<file path="src/i2c_mon_pkg.sv">
/*
 * Shared definitions for the I2C bus monitor
 *  - Field widths of the timing registers and the register data width
 *  - Register address map and CTRL and STATUS bit positions
 *  - Bus state encoding used by the monitor FSM
 */
package i2c_mon_pkg;

  // Timing field widths, sized for the slowest bus at the fastest clock
  localparam int unsigned THD_DAT_W     = 13;
  localparam int unsigned T_BUF_W       = 13;
  // The SCL-low timeout is the widest count, so it also sizes the release counter
  localparam int unsigned ACTIVE_TO_W   = 30;
  localparam int unsigned INACTIVE_TO_W = 20;
  localparam int unsigned REG_DW        = 32;

  // Register map
  typedef enum logic [2:0] {
    RegCtrl       = 3'd0,
    RegThdDat     = 3'd1,
    RegTBuf       = 3'd2,
    RegActiveTo   = 3'd3,
    RegInactiveTo = 3'd4,
    RegStatus     = 3'd5
  } reg_addr_e;

  // CTRL bit positions
  localparam int unsigned CtrlHostEn     = 0;
  localparam int unsigned CtrlMultiEn    = 1;
  localparam int unsigned CtrlTargetEn   = 2;
  localparam int unsigned CtrlActiveToEn = 3;

  // STATUS bit positions, bus free is live and the rest are sticky
  localparam int unsigned StatBusFree  = 0;
  localparam int unsigned StatStart    = 1;
  localparam int unsigned StatStop     = 2;
  localparam int unsigned StatActiveTo = 3;
  localparam int unsigned StatHostTo   = 4;

  // Bus state as seen by the monitor
  typedef enum logic [1:0] {
    // Nobody owns the bus
    StBusFree     = 2'd0,
    // Bus busy and SCL not held high
    StBusBusyLow  = 2'd1,
    // Bus busy with SCL held high, counting towards the host timeout
    StBusBusyHigh = 2'd2,
    // Stop seen, counting down the bus free time
    StBusBusyStop = 2'd3
  } bus_state_e;

endpackage
</file>
<file path="src/i2c_mon_top.sv">
/*
 * Top level of the I2C bus monitor
 *  - Register block u_regs
 *  - Bus monitor u_bus_monitor
 */
module i2c_mon_top (
  input  logic                           clk_i,
  input  logic                           rst_ni,
  input  logic                           scl_i,
  input  logic                           sda_i,
  input  logic                           target_idle_i,
  input  logic                           we_i,
  input  i2c_mon_pkg::reg_addr_e         addr_i,
  input  logic [i2c_mon_pkg::REG_DW-1:0] wdata_i,
  output logic [i2c_mon_pkg::REG_DW-1:0] rdata_o,
  output logic                           irq_o,
  output logic                           bus_free_o
);
  import i2c_mon_pkg::*;

  // Configuration levels from the register block
  logic                     ctrl_host_en;
  logic                     ctrl_multi_en;
  logic                     ctrl_target_en;
  logic                     ctrl_active_to_en;
  logic [THD_DAT_W-1:0]     thd_dat;
  logic [T_BUF_W-1:0]       t_buf;
  logic [ACTIVE_TO_W-1:0]   active_to;
  logic [INACTIVE_TO_W-1:0] inactive_to;
  // Event pulses from the monitor
  logic start_det;
  logic stop_det;
  logic active_to_evt;
  logic host_to_evt;

  i2c_mon_regs u_regs (
    .clk_i               (clk_i),
    .rst_ni              (rst_ni),
    .we_i                (we_i),
    .addr_i              (addr_i),
    .wdata_i             (wdata_i),
    .start_det_i         (start_det),
    .stop_det_i          (stop_det),
    .active_to_evt_i     (active_to_evt),
    .host_to_evt_i       (host_to_evt),
    .bus_free_i          (bus_free_o),
    .rdata_o             (rdata_o),
    .irq_o               (irq_o),
    .ctrl_host_en_o      (ctrl_host_en),
    .ctrl_multi_en_o     (ctrl_multi_en),
    .ctrl_target_en_o    (ctrl_target_en),
    .ctrl_active_to_en_o (ctrl_active_to_en),
    .thd_dat_o           (thd_dat),
    .t_buf_o             (t_buf),
    .active_to_o         (active_to),
    .inactive_to_o       (inactive_to)
  );

  i2c_bus_monitor u_bus_monitor (
    .clk_i                      (clk_i),
    .rst_ni                     (rst_ni),
    .scl_i                      (scl_i),
    .sda_i                      (sda_i),
    .controller_enable_i        (ctrl_host_en),
    .multi_controller_enable_i  (ctrl_multi_en),
    .target_enable_i            (ctrl_target_en),
    .target_idle_i              (target_idle_i),
    .thd_dat_i                  (thd_dat),
    .t_buf_i                    (t_buf),
    .bus_active_timeout_i       (active_to),
    .bus_active_timeout_en_i    (ctrl_active_to_en),
    .bus_inactive_timeout_i     (inactive_to),
    .bus_free_o                 (bus_free_o),
    .start_detect_o             (start_det),
    .stop_detect_o              (stop_det),
    .event_bus_active_timeout_o (active_to_evt),
    .event_host_timeout_o       (host_to_evt)
  );

endmodule

</file>
<file path="src/i2c_bus_monitor.sv">
/*
 * I2C bus monitor
 *  - Two-flop synchronizers on SCL and SDA
 *  - Start and Stop detection qualified by the data hold time
 *  - Release counter for bus free time and SCL low and high timeouts
 *  - Bus state FSM, bus free flag and timeout events
 *  - Assertions on the detectors and the FSM
 */
module i2c_bus_monitor (
  input  logic                                  clk_i,
  input  logic                                  rst_ni,
  input  logic                                  scl_i,
  input  logic                                  sda_i,
  input  logic                                  controller_enable_i,
  input  logic                                  multi_controller_enable_i,
  input  logic                                  target_enable_i,
  input  logic                                  target_idle_i,
  input  logic [i2c_mon_pkg::THD_DAT_W-1:0]     thd_dat_i,
  input  logic [i2c_mon_pkg::T_BUF_W-1:0]       t_buf_i,
  input  logic [i2c_mon_pkg::ACTIVE_TO_W-1:0]   bus_active_timeout_i,
  input  logic                                  bus_active_timeout_en_i,
  input  logic [i2c_mon_pkg::INACTIVE_TO_W-1:0] bus_inactive_timeout_i,
  output logic                                  bus_free_o,
  output logic                                  start_detect_o,
  output logic                                  stop_detect_o,
  output logic                                  event_bus_active_timeout_o,
  output logic                                  event_host_timeout_o
);
  import i2c_mon_pkg::*;

  logic monitor_enable;
  logic monitor_enable_q;
  logic enable_rise;
  logic [1:0] scl_sync_q;
  logic [1:0] sda_sync_q;
  logic scl_s;
  logic sda_s;
  logic scl_prev_q;
  logic sda_prev_q;

  // The monitor only runs while at least one role is enabled
  assign monitor_enable = controller_enable_i | target_enable_i | multi_controller_enable_i;
  assign enable_rise    = monitor_enable && !monitor_enable_q;

  // Synchronizers idle high like a released bus
  // The prev flops give the edge detectors their last sample
  always_ff @(posedge clk_i or negedge rst_ni) begin
    if (!rst_ni) begin
      scl_sync_q       <= 2'b11;
      sda_sync_q       <= 2'b11;
      scl_prev_q       <= 1'b1;
      sda_prev_q       <= 1'b1;
      monitor_enable_q <= 1'b0;
    end else begin
      scl_sync_q       <= {scl_sync_q[0], scl_i};
      sda_sync_q       <= {sda_sync_q[0], sda_i};
      scl_prev_q       <= scl_s;
      sda_prev_q       <= sda_s;
      monitor_enable_q <= monitor_enable;
    end
  end

  assign scl_s = scl_sync_q[1];
  assign sda_s = sda_sync_q[1];

  // Start and Stop detection
  // An SDA edge with SCL high only arms a trigger. It counts once SCL has stayed
  // high for thd_dat cycles, which rejects early SDA changes around data bits
  logic start_trig;
  logic stop_trig;
  logic start_pend_q;
  logic stop_pend_q;
  logic start_det;
  logic stop_det;
  logic hold_met;
  logic [THD_DAT_W:0] hold_cnt_q;

  assign start_trig = monitor_enable && scl_prev_q && scl_s && sda_prev_q && !sda_s;
  assign stop_trig  = monitor_enable && scl_prev_q && scl_s && !sda_prev_q && sda_s;
  assign hold_met   = (hold_cnt_q >= {1'b0, thd_dat_i});
  assign start_det  = monitor_enable && start_pend_q && hold_met;
  assign stop_det   = monitor_enable && stop_pend_q && hold_met;

  // One hold counter is shared, a new trigger restarts it
  always_ff @(posedge clk_i or negedge rst_ni) begin
    if (!rst_ni) begin
      hold_cnt_q <= '0;
    end else if (start_trig || stop_trig) begin
      hold_cnt_q <= (THD_DAT_W+1)'(1);
    end else if (start_pend_q || stop_pend_q) begin
      hold_cnt_q <= hold_cnt_q + 1'b1;
    end
  end

  // SCL falling while pending drops the trigger, so no pulse appears
  always_ff @(posedge clk_i or negedge rst_ni) begin
    if (!rst_ni) begin
      start_pend_q <= 1'b0;
      stop_pend_q  <= 1'b0;
    end else begin
      if (start_trig) begin
        start_pend_q <= 1'b1;
      end else if (!monitor_enable || !scl_s || start_det || stop_trig) begin
        start_pend_q <= 1'b0;
      end
      if (stop_trig) begin
        stop_pend_q <= 1'b1;
      end else if (!monitor_enable || !scl_s || stop_det || start_trig) begin
        stop_pend_q <= 1'b0;
      end
    end
  end

  assign start_detect_o = start_det;
  assign stop_detect_o  = stop_det;

  // Release counter and bus state
  logic bus_idling;
  logic inactive_to_en;
  logic cnt_load;
  logic cnt_dec;
  logic cnt_one;
  logic [ACTIVE_TO_W-1:0] cnt_sel;
  logic [ACTIVE_TO_W-1:0] release_cnt_q;
  logic inactive_to_det;
  logic active_to_det_d;
  logic active_to_det_q;
  bus_state_e state_d;
  bus_state_e state_q;

  // SCL high with SDA steady means nobody is driving the bus right now
  assign bus_idling     = scl_s && (sda_s == sda_prev_q);
  // A zero inactive timeout switches the host timeout off
  assign inactive_to_en = (bus_inactive_timeout_i != '0);
  assign cnt_one        = (release_cnt_q == ACTIVE_TO_W'(1));

  // In multi-controller mode the bus counts as busy on enable until
  // the inactive timeout shows that nobody else is using it
  always_ff @(posedge clk_i or negedge rst_ni) begin
    if (!rst_ni) begin
      release_cnt_q <= '0;
    end else if (enable_rise && multi_controller_enable_i) begin
      release_cnt_q <= ACTIVE_TO_W'(bus_inactive_timeout_i);
    end else if (cnt_load) begin
      release_cnt_q <= cnt_sel;
    end else if (cnt_dec && (release_cnt_q != '0)) begin
      release_cnt_q <= release_cnt_q - 1'b1;
    end
  end

  always_comb begin
    state_d         = state_q;
    cnt_load        = 1'b0;
    cnt_dec         = 1'b0;
    cnt_sel         = ACTIVE_TO_W'(t_buf_i);
    inactive_to_det = 1'b0;
    active_to_det_d = active_to_det_q;

    if (!monitor_enable) begin
      // Disabled monitor parks in StBusFree and raises no events
      state_d         = StBusFree;
      active_to_det_d = 1'b0;
    end else begin
      unique case (state_q)
        StBusFree: begin
          active_to_det_d = 1'b0;
          if (!scl_s || !sda_s) begin
            state_d  = StBusBusyLow;
            cnt_load = 1'b1;
            cnt_sel  = bus_active_timeout_i;
          end
        end
        StBusBusyLow: begin
          // Count only while SCL is actually held low
          cnt_dec = !scl_s;
          if (stop_det) begin
            state_d  = StBusBusyStop;
            cnt_load = 1'b1;
          end else if (bus_idling && inactive_to_en) begin
            state_d  = StBusBusyHigh;
            cnt_load = 1'b1;
            cnt_sel  = ACTIVE_TO_W'(bus_inactive_timeout_i);
          end else if (scl_s) begin
            cnt_load = 1'b1;
            cnt_sel  = bus_active_timeout_i;
            // SCL let go after an active timeout, treat the bus as abandoned
            if (active_to_det_q) begin
              state_d = StBusFree;
            end
          end else if (cnt_one) begin
            active_to_det_d = bus_active_timeout_en_i;
          end
        end
        StBusBusyHigh: begin
          cnt_dec = 1'b1;
          if (stop_det) begin
            state_d  = StBusBusyStop;
            cnt_load = 1'b1;
          end else if (!bus_idling) begin
            state_d  = StBusBusyLow;
            cnt_load = 1'b1;
            cnt_sel  = bus_active_timeout_i;
          end else if (cnt_one) begin
            inactive_to_det = inactive_to_en;
            // With SDA low a later SCL or SDA change moves us on instead
            if (sda_s) begin
              state_d = StBusFree;
            end
          end
        end
        StBusBusyStop: begin
          cnt_dec = 1'b1;
          if (!scl_s || !sda_s) begin
            state_d  = StBusBusyLow;
            cnt_load = 1'b1;
            cnt_sel  = bus_active_timeout_i;
          end else if (cnt_one) begin
            state_d = StBusFree;
          end
        end
        default: state_d = StBusFree;
      endcase
    end
  end

  always_ff @(posedge clk_i or negedge rst_ni) begin
    if (!rst_ni) begin
      state_q         <= StBusFree;
      active_to_det_q <= 1'b0;
    end else begin
      active_to_det_q <= active_to_det_d;
      if (enable_rise && multi_controller_enable_i) begin
        state_q <= StBusBusyHigh;
      end else begin
        state_q <= state_d;
      end
    end
  end

  // Single controller only waits out the bus free time after a Stop
  assign bus_free_o = multi_controller_enable_i ? (state_q == StBusFree) :
                                                  (state_q != StBusBusyStop);

  assign event_bus_active_timeout_o = active_to_det_d && !active_to_det_q;
  // An idle target is not waiting on anybody, so the host timeout stays quiet
  assign event_host_timeout_o       = !target_idle_i && inactive_to_det;

  // The pending flags exclude each other, so the two symbols never coincide
  a_start_stop_excl: assert property (@(posedge clk_i) disable iff (!rst_ni)
    !(start_detect_o && stop_detect_o));

  a_quiet_when_off: assert property (@(posedge clk_i) disable iff (!rst_ni)
    !monitor_enable |-> !(start_detect_o || stop_detect_o ||
                          event_bus_active_timeout_o || event_host_timeout_o));

  a_free_after_off: assert property (@(posedge clk_i) disable iff (!rst_ni)
    !monitor_enable |=> (state_q == StBusFree));

endmodule

</file>
<file path="src/i2c_mon_regs.sv">
/*
 * Register block for the I2C bus monitor
 *  - CTRL enables and the four timing registers
 *  - STATUS with live bus free and sticky write-1-to-clear events
 *  - Registered interrupt from the sticky events
 */
module i2c_mon_regs (
  input  logic                                  clk_i,
  input  logic                                  rst_ni,
  input  logic                                  we_i,
  input  i2c_mon_pkg::reg_addr_e                addr_i,
  input  logic [i2c_mon_pkg::REG_DW-1:0]        wdata_i,
  input  logic                                  start_det_i,
  input  logic                                  stop_det_i,
  input  logic                                  active_to_evt_i,
  input  logic                                  host_to_evt_i,
  input  logic                                  bus_free_i,
  output logic [i2c_mon_pkg::REG_DW-1:0]        rdata_o,
  output logic                                  irq_o,
  output logic                                  ctrl_host_en_o,
  output logic                                  ctrl_multi_en_o,
  output logic                                  ctrl_target_en_o,
  output logic                                  ctrl_active_to_en_o,
  output logic [i2c_mon_pkg::THD_DAT_W-1:0]     thd_dat_o,
  output logic [i2c_mon_pkg::T_BUF_W-1:0]       t_buf_o,
  output logic [i2c_mon_pkg::ACTIVE_TO_W-1:0]   active_to_o,
  output logic [i2c_mon_pkg::INACTIVE_TO_W-1:0] inactive_to_o
);
  import i2c_mon_pkg::*;

  logic status_wr;
  logic evt_start_q;
  logic evt_stop_q;
  logic evt_active_to_q;
  logic evt_host_to_q;

  // Configuration registers, each field keeps only its package width
  always_ff @(posedge clk_i or negedge rst_ni) begin
    if (!rst_ni) begin
      ctrl_host_en_o      <= 1'b0;
      ctrl_multi_en_o     <= 1'b0;
      ctrl_target_en_o    <= 1'b0;
      ctrl_active_to_en_o <= 1'b0;
      thd_dat_o           <= '0;
      t_buf_o             <= '0;
      active_to_o         <= '0;
      inactive_to_o       <= '0;
    end else if (we_i) begin
      case (addr_i)
        RegCtrl: begin
          ctrl_host_en_o      <= wdata_i[CtrlHostEn];
          ctrl_multi_en_o     <= wdata_i[CtrlMultiEn];
          ctrl_target_en_o    <= wdata_i[CtrlTargetEn];
          ctrl_active_to_en_o <= wdata_i[CtrlActiveToEn];
        end
        RegThdDat:     thd_dat_o     <= wdata_i[THD_DAT_W-1:0];
        RegTBuf:       t_buf_o       <= wdata_i[T_BUF_W-1:0];
        RegActiveTo:   active_to_o   <= wdata_i[ACTIVE_TO_W-1:0];
        RegInactiveTo: inactive_to_o <= wdata_i[INACTIVE_TO_W-1:0];
        // STATUS writes are handled by the event logic below
        default: ;
      endcase
    end
  end

  assign status_wr = we_i && (addr_i == RegStatus);

  // Sticky events
  // A pulse in the same cycle as its clear keeps the bit set
  always_ff @(posedge clk_i or negedge rst_ni) begin
    if (!rst_ni) begin
      evt_start_q     <= 1'b0;
      evt_stop_q      <= 1'b0;
      evt_active_to_q <= 1'b0;
      evt_host_to_q   <= 1'b0;
    end else begin
      evt_start_q     <= start_det_i |
                         (evt_start_q & ~(status_wr & wdata_i[StatStart]));
      evt_stop_q      <= stop_det_i |
                         (evt_stop_q & ~(status_wr & wdata_i[StatStop]));
      evt_active_to_q <= active_to_evt_i |
                         (evt_active_to_q & ~(status_wr & wdata_i[StatActiveTo]));
      evt_host_to_q   <= host_to_evt_i |
                         (evt_host_to_q & ~(status_wr & wdata_i[StatHostTo]));
    end
  end

  // Interrupt follows the sticky bits one cycle later
  always_ff @(posedge clk_i or negedge rst_ni) begin
    if (!rst_ni) begin
      irq_o <= 1'b0;
    end else begin
      irq_o <= evt_start_q | evt_stop_q | evt_active_to_q | evt_host_to_q;
    end
  end

  // Read mux, unmapped addresses return zero
  always_comb begin
    rdata_o = '0;
    case (addr_i)
      RegCtrl: begin
        rdata_o[CtrlHostEn]     = ctrl_host_en_o;
        rdata_o[CtrlMultiEn]    = ctrl_multi_en_o;
        rdata_o[CtrlTargetEn]   = ctrl_target_en_o;
        rdata_o[CtrlActiveToEn] = ctrl_active_to_en_o;
      end
      RegThdDat:     rdata_o = REG_DW'(thd_dat_o);
      RegTBuf:       rdata_o = REG_DW'(t_buf_o);
      RegActiveTo:   rdata_o = REG_DW'(active_to_o);
      RegInactiveTo: rdata_o = REG_DW'(inactive_to_o);
      RegStatus: begin
        rdata_o[StatBusFree]  = bus_free_i;
        rdata_o[StatStart]    = evt_start_q;
        rdata_o[StatStop]     = evt_stop_q;
        rdata_o[StatActiveTo] = evt_active_to_q;
        rdata_o[StatHostTo]   = evt_host_to_q;
      end
      default: rdata_o = '0;
    endcase
  end

endmodule

</file>
<file path="config.mk">
export PLATFORM = sky130hd
export DESIGN_NAME = i2c_mon_top
export DESIGN_NICKNAME = d
export VERILOG_FILES = /design/src/i2c_mon_pkg.sv /design/src/i2c_mon_top.sv /design/src/i2c_bus_monitor.sv /design/src/i2c_mon_regs.sv
export SDC_FILE = /design/constraint.sdc
export NUM_CORES = 1
export LEC_CHECK = 0
export ABC_AREA = 1
export BUFFER_PORTS_ARGS = -buffer_cell sky130_fd_sc_hd__buf_2
export CORE_MARGIN = 2
export CORE_UTILIZATION = 36
export DETAILED_ROUTE_END_ITERATION = 10
export SYNTH_ARGS = -nofsm -noshare
export SYNTH_HDL_FRONTEND = slang
export SYNTH_SLANG_ARGS = --single-unit
</file>
<file path="constraint.sdc">
create_clock -name clk_i -period 3.55 [get_ports clk_i]
set_input_delay 0 -clock clk_i [delete_from_list [all_inputs] [get_ports clk_i]]
set_output_delay 0 -clock clk_i [all_outputs]
set_load 0.01 [all_outputs]
</file>
==> results.yml, run 1 <==
outcome:
  status: "finished, final reports clean"
detailed_routing:
  drc: 0
  drt_pass1_iterations: 5
  wire_per_inst_um: 16.3
  drt_iter0_markers: 649
  routed_wl_um: 29500
  vias: 9440
  antenna_left: 0
  vias_per_cell: 5.22
final_layout:
  syn2layout_area_growth_pct: 16.5
  final_common_cell: "nand2_1"
  nNetsFinal: 1524
  multi_input_area_mm2: 0.00496
  stdcell_count: 1810
  layout-drive-gt1-share_pct: 10.6
  diodes: 0
  num-fill-cells: 2652
  final_util_pct: 42.4
  postLayoutCellArea_mm2: 0.0110
  final_cell_mix: "nand2_1, inv_1, nor2_1"
  regArea_mm2: 0.00354
sta:
  fin_worst_skew_ns: 0.0111
  post-route-period-util_pct: 82.0
  max_slew_margin_pct: 30.1
  rsz0062_at_grt: "false"
  setup-tns-final_ns: 0
  final_max_slew_viol_count: 0
  setup_viol: 0
  fmax_mhz: 343
  setup_ws_ns: 0.638
  min_period_ns: 2.91
  worst_pin_slew_ns: 1.05
  hold_viol_final: 0
power:
  power.density_mw_per_mm2: 714
  switching_power_mw: 3.53
  p_leak_nw: 5.49
  ir_drop_v: 0.000391
  clockPowerShare_pct: 22.9
  power.internal_mw: 4.31
  comb_power_share_pct: 45.6
  power_frac_seq_pct: 31.5
  switching_share_pct: 45.1
grt:
  grt_start_max_net_pins: 109
  antenna_found_initial: 0
  grt_use_total_pct: 21.5
  grt_overflow: 0
  first_global_vias: 8826
  grt_pass1_wl_um: 47500
floorplanning:
  fp.dieH_um: 166
  ios: 75
  die-area_mm2: 0.0275
  core_area_mm2: 0.0259
  start_util_pct: 36.4
  fp-row-count: 59
  dieWidth_um: 166
clocking:
  path_clk_slew_ns: 0.06
  cts_tree: "built"
  numClockSinks: 141
  cts.path.max_buffers: 2
  clock_latency_ns: 0.43
  cts_hold_buf: 34
  cts_max_level: 4
  post_cts_resized: 0
  cts-root-buf: "clkbuf_16"
  postCtsSetupBuffers: 0
  cts_buffers: 17
setup_path:
  worstSetupEndpoint: "u_bus_monitor.release_cnt_q[2]"
  crit_top_cell: "nand2_1"
  crit_path_end_kind: "flip-flop"
  cpPeakStageDelay_ns: 0.45
  crit_path_cell_trace: "ha_1 > nand2_1 > nand2_1 > nand2_1 > nand3_1 > nand2_1 > nand3_4 > nand2_2 > buf_4 > nand2_1 > o21ai_0 > nand2_1 > nand3_1 > nand3_1"
  critPathSlowestCell: "dfrtp_1"
  rr_endpoint: "u_bus_monitor.release_cnt_q[2]"
  path_max_fanout: 41
  worstPathRequired_ns: 3.86
  rrSetupSlack_ns: 0.64
  worstSetupStartpoint: "u_bus_monitor.hold_cnt_q[3]"
  regToRegStartpoint: "u_bus_monitor.hold_cnt_q[3]"
  worstSetupStartpointType: "flip-flop"
  path_class: "reg2reg"
  cp.arrival_ns: 3.22
  reg2regPathDepth: 14
placed_design:
  place.gp.congestion: 0.895
  dp_hpwl_um: 21200
  portBuffers: 70
  preCtsSetupSlack_ns: 0.699
  place_area_mm2: 0.0101
  dp.cells: 1744
synth:
  synth.distinct_cells: 49
  synth_area_per_cell_um2: 6.84
  ys_warn_count: 0
  async_flop_share_pct: 100
  ys_seq_area_share_pct: 37.5
  netlist_area_mm2: 0.00942
  ys.flop_type: "dfrtp_1"
  ys_ff_latch: 141
  synthCells: 1378
  synth_edf_count: 0
job:
  drv_cap: 0
hold_path:
  min_path_type: "in2reg"
[how the worst min path moves through the flow]
stage / endpoint / startpoint / cells after the start / slack, ns
after global routing: u_regs.evt_stop_q / we_i / 4 / 0.08
after floorplan: u_bus_monitor.active_to_det_q / rst_ni / 0 / -0.30
after CTS: u_regs.evt_active_to_q / we_i / 4 / 0.05
after detailed placement: u_bus_monitor.scl_sync_q[0] / scl_i / 1 / 0.11
after global placement: u_bus_monitor.sda_sync_q[0] / sda_i / 1 / 0.11
final: u_regs.evt_active_to_q / we_i / 4 / 0.06
[final cells by class]
type / instances / share of cell area [%]
clock buffers: 21 / 4.10
clock inverters: 11 / 1.22
inverters: 174 / 5.97
multi-input cells: 1007 / 45.2
flip-flops and latches: 141 / 32.2
well taps: 335 / 3.82
repair buffers: 121 / 7.51
[critical path: cells and delay by family, from the launching register on]
kind | cells | cell delay (ns)
AOI/OAI and AO/OA | 1 | 0.26
adders and majority gates | 1 | 0.32
buffers and inverters | 1 | 0.45
DFF | 1 | 0.45
and+or+nand+nor | 11 | 1.29
[metal layers]
layer  part of all wire, %  track usage (%)  up-vias
met5                     0                0        -
met4                   2.2             7.37        0
met3                   4.2             2.50       42
met2                    49             36.6      280
met1                    45             28.4     4468
li1                      -                -     4650
[cell usage after synthesis, drive strengths merged (10+ instances only)]
cell type,instances,area [um2]
o21ai,138,691
inv,172,648
dfrtp,135,3380
clkbuf,33,124
nand3,121,636
a21oi,52,272
xor2,16,140
ha,21,263
o22ai,13,81.3
xnor2,10,87.6
nor2,157,617
nand4,12,75.1
buf,24,151
nand2,392,1510
a221oi,13,114
nor3,13,97.6
[per-stage QoR]
stage | power, mW | hold WS, ns
6_report | 7.84 | 0.0578
3_5_place_dp | 6.00 | 0.108
2_1_floorplan | 5.10 | -0.296
5_1_grt | 8.51 | 0.0822
4_1_cts | 7.85 | 0.0533
3_3_place_gp | 5.93 | 0.107
[kinds of logic (layout without fill, tap and decap cells)]
kind of cell	Yosys count	in the layout	share of synthesized area [%]
DFF	141	141	37.5
other	1	2	0.0398
buffers and inverters	231	327	9.88
xor gates and xnor gates	26	26	2.42
and+or+nand+nor	703	703	31.7
AOI/OAI and AO/OA	255	255	15.6
adders and majority gates	21	21	2.79
[registers in the layout (all words and copies together), names as in the netlist, 2 cells and up]
register	cells
u_bus_monitor.release_cnt_q	30
u_regs.active_to_o	30
u_regs.inactive_to_o	20
u_bus_monitor.hold_cnt_q	14
u_regs.t_buf_o	13
u_regs.thd_dat_o	13
u_bus_monitor.scl_sync_q	2
u_bus_monitor.sda_sync_q	2
u_bus_monitor.state_q	2
[power by group through the flow]
| stage | logic [mW] | registers, mW | clock network [mW] |
|---|---|---|---|
| after floorplan | 2.75 | 2.35 | 0 |
| after global placement | 3.46 | 2.48 | 0 |
| after detailed placement | 3.52 | 2.48 | 0 |
| after CTS | 3.56 | 2.46 | 1.82 |
| after global routing | 4.09 | 2.53 | 1.89 |
| final | 3.57 | 2.47 | 1.80 |
Note: power is estimated with default switching activity, not from simulation.
==> run 2, diff against run 1 <==
==> constraint.sdc (replaced) <==
create_clock -name clk_i -period 2.6 [get_ports clk_i]
set_input_delay 0 -clock clk_i [delete_from_list [all_inputs] [get_ports clk_i]]
set_output_delay 0 -clock clk_i [all_outputs]
set_load 0.01 [all_outputs]
==> run 2 against run 1 <==
Global-route usage increased by 0.50 points. Largest power group unchanged. Flip-flop and latch count unchanged. Via count up 0.52%. Routed wire length increased by 2.0%. Maximum frequency is 22% higher. Worst setup slack got worse by 0.43 ns. Clock power increased by 39%. Final cell count is 1.8% higher. Core utilization rose by 1.2 points. Register-to-register slack worse by 0.43 ns. Non-clock buffer count is 31 higher.
==> results.yml, run 2 (synthesized netlist as in run 1, its figures left out) <==
setup_path:
  cpPeakStageDelay_ns: 0.35
  regToRegStartpoint: "u_regs.thd_dat_o[11]"
  critPathSlowestCell: "dfrtp_1"
  worstPathRequired_ns: 2.95
  path_class: "reg2reg"
  rr_endpoint: "u_bus_monitor.release_cnt_q[27]"
  crit_path_cell_trace: "inv_1 > ha_1 > nand4_1 > nor2_1 > nand2_1 > nand3_4 > nand2_4 > nand2_2 > nand2_4 > nand2_4 > nand2_2 > inv_2 > nand2_1 > o21ai_1"
  crit_top_cell: "nand2_4"
  path_max_fanout: 11
  reg2regPathDepth: 14
  cp.arrival_ns: 2.74
  worstSetupStartpointType: "flip-flop"
  crit_path_end_kind: "flip-flop"
  rrSetupSlack_ns: 0.21
clocking:
  path_clk_slew_ns: 0.07
  cts_max_level: 4
  numClockSinks: 141
  cts-root-buf: "clkbuf_16"
  cts.path.max_buffers: 2
  cts_buffers: 17
  cts_tree: "built"
  clock_latency_ns: 0.44
placed_design:
  portBuffers: 70
  place.gp.congestion: 0.903
  dp_hpwl_um: 22600
  preCtsSetupSlack_ns: 0.176
grt:
  grt_start_max_net_pins: 72
  grt_pass1_wl_um: 48600
  grt_use_total_pct: 22.0
  antenna_found_initial: 0
  grt_overflow: 0
  first_global_vias: 9189
hold_path:
  holdCritStartpoint: "we_i"
  holdPathEnd: "u_regs.evt_stop_q"
  hold_depth: 4
  min_path_type: "in2reg"
power:
  p_total_mw: 10.9
  p_leak_nw: 5.66
  power.density_mw_per_mm2: 969
  ir_drop_v: 0.000490
outcome:
  status: "finished, final reports clean"
floorplanning:
  fp.dieH_um: 166
  die-area_mm2: 0.0275
  start_util_pct: 36.4
  fp-row-count: 59
  dieWidth_um: 166
  ios: 75
  core_area_mm2: 0.0259
sta:
  hold_viol_final: 0
  setup-tns-final_ns: 0
  setup_ws_ns: 0.213
  fmax_mhz: 419
  rsz0062_at_grt: "false"
  post-route-period-util_pct: 91.8
  fin_worst_skew_ns: 0.0131
  max_slew_margin_pct: 51.3
  fin_hold_ws_ns: 0.0791
  final_max_slew_viol_count: 0
  worst_pin_slew_ns: 0.729
  setup_viol: 0
  min_period_ns: 2.39
final_layout:
  nNetsFinal: 1556
  syn2layout_area_growth_pct: 19.8
  diodes: 0
  final_util_pct: 43.6
  reg_top3: "u_bus_monitor.release_cnt_q x30, u_regs.active_to_o x30, u_regs.inactive_to_o x20"
  layout-drive-gt1-share_pct: 13.0
  final_common_cell: "nand2_1"
  final_cell_mix: "nand2_1, inv_1, nor2_1"
detailed_routing:
  vias_per_cell: 5.15
  antenna_left: 0
  wire_per_inst_um: 16.3
  routed_wl_um: 30100
  drt_iter0_markers: 671
  drt_pass1_iterations: 5
  vias: 9489
  drc: 0
job:
  drv_cap: 0
## run 2: changes by cell type in the layout (fill, tap and decap cells not counted), moves of 2 or more
cell	previous run	this run
clkinv_4	4	2
clkbuf_1	3	0
buf_4	17	44
inv_6	3	6
buf_12	0	2
clkinvlp_4	1	4
inv_1	166	164
## run 2: per-stage QoR
stage	std cells	area, um2
final	1842	11300
after floorplan	1379	9430
after global routing	1842	11300
after CTS	1838	11200
after detailed placement	1772	10300
after global placement	1772	10300
## run 2: where the power goes
group	total [mW]	internal, mW	leakage, nW	switching [mW]
clock	2.50	1.45	0.288	1.04
combinational	5.08	1.82	3.63	3.26
sequential	3.37	2.77	1.75	0.601
total	10.9	6.04	5.66	4.90
## run 2: worst max path at each step
stage	from	end	slack, ns	depth (start not counted)
2_1_floorplan	u_bus_monitor.hold_cnt_q[5]	u_bus_monitor.release_cnt_q[24]	0.54	15
3_3_place_gp	u_regs.thd_dat_o[12]	u_bus_monitor.state_q[1]	0.24	15
3_5_place_dp	u_regs.thd_dat_o[10]	u_bus_monitor.active_to_det_q	0.18	13
4_1_cts	u_regs.thd_dat_o[10]	u_bus_monitor.active_to_det_q	0.16	13
5_1_grt	u_regs.inactive_to_o[1]	u_bus_monitor.release_cnt_q[11]	0.02	16
6_report	u_regs.thd_dat_o[11]	u_bus_monitor.release_cnt_q[27]	0.21	14
## run 2: routing by layer
| layer | vias to the layer above | track usage, % | part of all wire (%) |
|---|---|---|---|
| met3 | 61 | 2.81 | 4.6 |
| li1 | 4710 | - | - |
| met5 | - | 0 | 0 |
| met4 | 0 | 9.45 | 3.3 |
| met1 | 4443 | 27.8 | 43 |
| met2 | 275 | 37.8 | 49 |
## run 2: layout make-up
cell class,instances,area (um2)
multi-input combinational,1007,4980
fill,2644,14600
timing repair buffer,152,1090
sequential,141,3540
timing repair inverter,1,5.00
clock inverter,14,155
inverter,174,666
clock buffer,18,439
tap,335,419
## run 2: critical path, delay by kind of cell, from the launching register on
kind	cells	cell delay, ns
compound gates	1	0.15
fa+ha+maj	1	0.30
buf+inv	2	0.28
flops	1	0.35
simple gates	10	1.19
## run 2: timing repair
item,4_1_cts,5_1_grt
buffers inserted,0,3
setup endpoints to repair,0,18
gates resized for setup,0,11
hold buffers,34,0
endpoints found under the hold margin,148,0
==> run 3, diff against run 2 <==
--- a/config.mk
+++ b/config.mk
@@ -8,8 +8,9 @@
 export ABC_AREA = 1
 export BUFFER_PORTS_ARGS = -buffer_cell sky130_fd_sc_hd__buf_2
 export CORE_MARGIN = 2
-export CORE_UTILIZATION = 36
+export CORE_UTILIZATION = 61
 export DETAILED_ROUTE_END_ITERATION = 10
+export PLACE_DENSITY = 0.81
 export SYNTH_ARGS = -nofsm -noshare
 export SYNTH_HDL_FRONTEND = slang
 export SYNTH_SLANG_ARGS = --single-unit
==> constraint.sdc (replaced) <==
create_clock -name clk_i -period 2.5 [get_ports clk_i]
set_input_delay 0 -clock clk_i [delete_from_list [all_inputs] [get_ports clk_i]]
set_output_delay 0 -clock clk_i [all_outputs]
set_load 0.01 [all_outputs]
==> run 3 against run 2 <==
Non-clock buffer count down 6. Sequential share of layout area up 0.54 points. Routed wire length down 2.6%. Maximum frequency up 1.3%. Clock skew down 0.0039 ns. Cell area down 1.7%. Hold slack worse by 0.036 ns. Critical path type unchanged. Largest power group unchanged.
==> results.yml, run 3 (synthesized netlist as in run 1, its figures left out) <==
clocking:
  numClockSinks: 141
  cts.path.max_buffers: 2
  cts_tree: "built"
  clock_latency_ns: 0.44
  cts-root-buf: "clkbuf_16"
  path_clk_slew_ns: 0.06
  cts_max_level: 4
  cts_buffers: 17
sta:
  fmax_mhz: 424
  setup_viol: 0
  final_max_slew_viol_count: 0
  setup-tns-final_ns: 0
  rsz0062_at_grt: "false"
  min_period_ns: 2.36
  hold_viol_final: 0
  max_slew_margin_pct: 48.4
  fin_worst_skew_ns: 0.00922
  setup_ws_ns: 0.144
  worst_pin_slew_ns: 0.772
  post-route-period-util_pct: 94.2
job:
  drv_cap: 0
final_layout:
  diodes: 0
  num-fill-cells: 1207
  final_util_pct: 73.3
  nNetsFinal: 1550
  final_common_cell: "nand2_1"
  multi_input_area_mm2: 0.00501
  regArea_mm2: 0.00354
  final_cell_mix: "nand2_1, inv_1, nor2_1"
  syn2layout_area_growth_pct: 17.8
  layout-drive-gt1-share_pct: 12.5
  reg_top3: "u_bus_monitor.release_cnt_q x30, u_regs.active_to_o x30, u_regs.inactive_to_o x20"
detailed_routing:
  routed_wl_um: 29300
  drt-met1-wl_um: 11700
  drt_iter0_markers: 1379
  dr_wl_met2_um: 14000
  drc: 0
  vias_per_cell: 5.89
  wl_met3_um: 2360
  wire_per_inst_um: 17.4
  drt_pass1_iterations: 7
  vias: 9953
  antenna_left: 0
  routed.top_layer: "met4"
setup_path:
  worstPathRequired_ns: 2.88
  rrSetupSlack_ns: 0.14
  rr_endpoint: "u_bus_monitor.release_cnt_q[26]"
  regToRegStartpoint: "u_regs.thd_dat_o[12]"
  crit_family: "simple AND/OR/NAND/NOR gates"
  cpPeakStageDelay_ns: 0.40
  crit_top_cell: "nand2_1"
  critPathSlowestCell: "dfrtp_1"
  worstSetupStartpointType: "flip-flop"
  crit_path_end_kind: "flip-flop"
  reg2regPathDepth: 14
  cp.arrival_ns: 2.73
  path_class: "reg2reg"
  path_max_fanout: 13
  crit_path_cell_trace: "inv_1 > ha_1 > nand2_1 > nand3_1 > nor2_2 > nand3_4 > nand2_4 > buf_6 > nand2_1 > o21ai_0 > nand2_1 > nand2_1 > nand3_1 > nand2_1"
  crit_buf_inv: 2
floorplanning:
  fp-row-count: 45
  fp.dieH_um: 128
  ios: 75
  core_area_mm2: 0.0151
  die-area_mm2: 0.0165
  dieWidth_um: 128
  start_util_pct: 62.2
hold_path:
  holdCritStartpoint: "we_i"
  min_path_type: "in2reg"
  hold_depth: 4
  holdPathEnd: "u_regs.evt_start_q"
power:
  p_total_mw: 11.5
  power.density_mw_per_mm2: 1030
  ir_drop_v: 0.000549
  p_leak_nw: 5.63
grt:
  grt_overflow: 0
  grt_pass1_wl_um: 47700
  grt_start_max_net_pins: 66
  first_global_vias: 9474
  antenna_found_initial: 0
  grt_use_total_pct: 37.0
placed_design:
  place.gp.congestion: 0.955
  portBuffers: 70
  dp_hpwl_um: 21000
  preCtsSetupSlack_ns: 0.185
outcome:
  status: "finished, final reports clean"
run 3: cell types whose count changed in the layout (fill, tap and decap cells not counted), sizes merged:
| cell | change |
|---|---|
| inv | -3 |
| clkinvlp | +1 |
| buf | -6 |
| clkbuf | +2 |
run 3: layer usage:
layer  up-vias  global-route usage [%]
met5         -                       0
met3       106                    7.39
li1       4707                       -
met1      4615                    46.8
met2       525                    61.6
met4         0                    16.2
run 3: power breakdown:
group | switching [mW] | internal, mW | total [mW]
Combinational | 3.45 | 1.96 | 5.42
Sequential | 0.655 | 2.88 | 3.53
Clock | 1.04 | 1.47 | 2.52
run 3: area by class of cell:
cell class | instances | area share (%)
clock buffers | 20 | 3.93
clock inverters | 12 | 1.25
inverters | 174 | 5.96
multi-input cells | 1007 | 45.1
flip-flops and latches | 141 | 31.9
well taps | 188 | 2.12
repair buffers | 146 | 9.67
repair inverters | 1 | 0.0676
run 3: repair_timing:
action / 4_1_cts / 5_1_grt
setup buffers: 0 / 0
setup endpoints to repair: 0 / 27
resized for setup: 0 / 15
hold buffers: 34 / 0
hold endpoints to repair: 149 / 0
run 3: worst max-delay path by stage:
| stage | from | endpoint | cells after the start |
|---|---|---|---|
| CTS | u_bus_monitor.hold_cnt_q[4] | u_bus_monitor.release_cnt_q[8] | 15 |
| finish | u_regs.thd_dat_o[12] | u_bus_monitor.release_cnt_q[26] | 14 |
| floorplan | u_bus_monitor.hold_cnt_q[5] | u_bus_monitor.release_cnt_q[24] | 15 |
| global placement | u_bus_monitor.hold_cnt_q[4] | u_bus_monitor.release_cnt_q[28] | 15 |
| detailed placement | u_bus_monitor.hold_cnt_q[4] | u_bus_monitor.release_cnt_q[6] | 15 |
| global route | u_regs.thd_dat_o[12] | u_bus_monitor.release_cnt_q[23] | 14 |
run 3: worst min-delay path: cells and delay by family:
kind / cells / cell delay (ns)
buffers and inverters: 1 / 0.17
AO/OA/AOI/OAI: 1 / 0.08
AND/OR/NAND/NOR: 2 / 0.19
run 3: metrics by stage:
stage                     area [um2]  hold slack (ns)  instances
after global routing           11100           0.0881       1689
after global placement         10100           0.0321       1622
after detailed placement       10100           0.0329       1622
after floorplan                 9430           -0.296       1379
after CTS                      11000           0.0396       1688
final                          11100           0.0435       1689
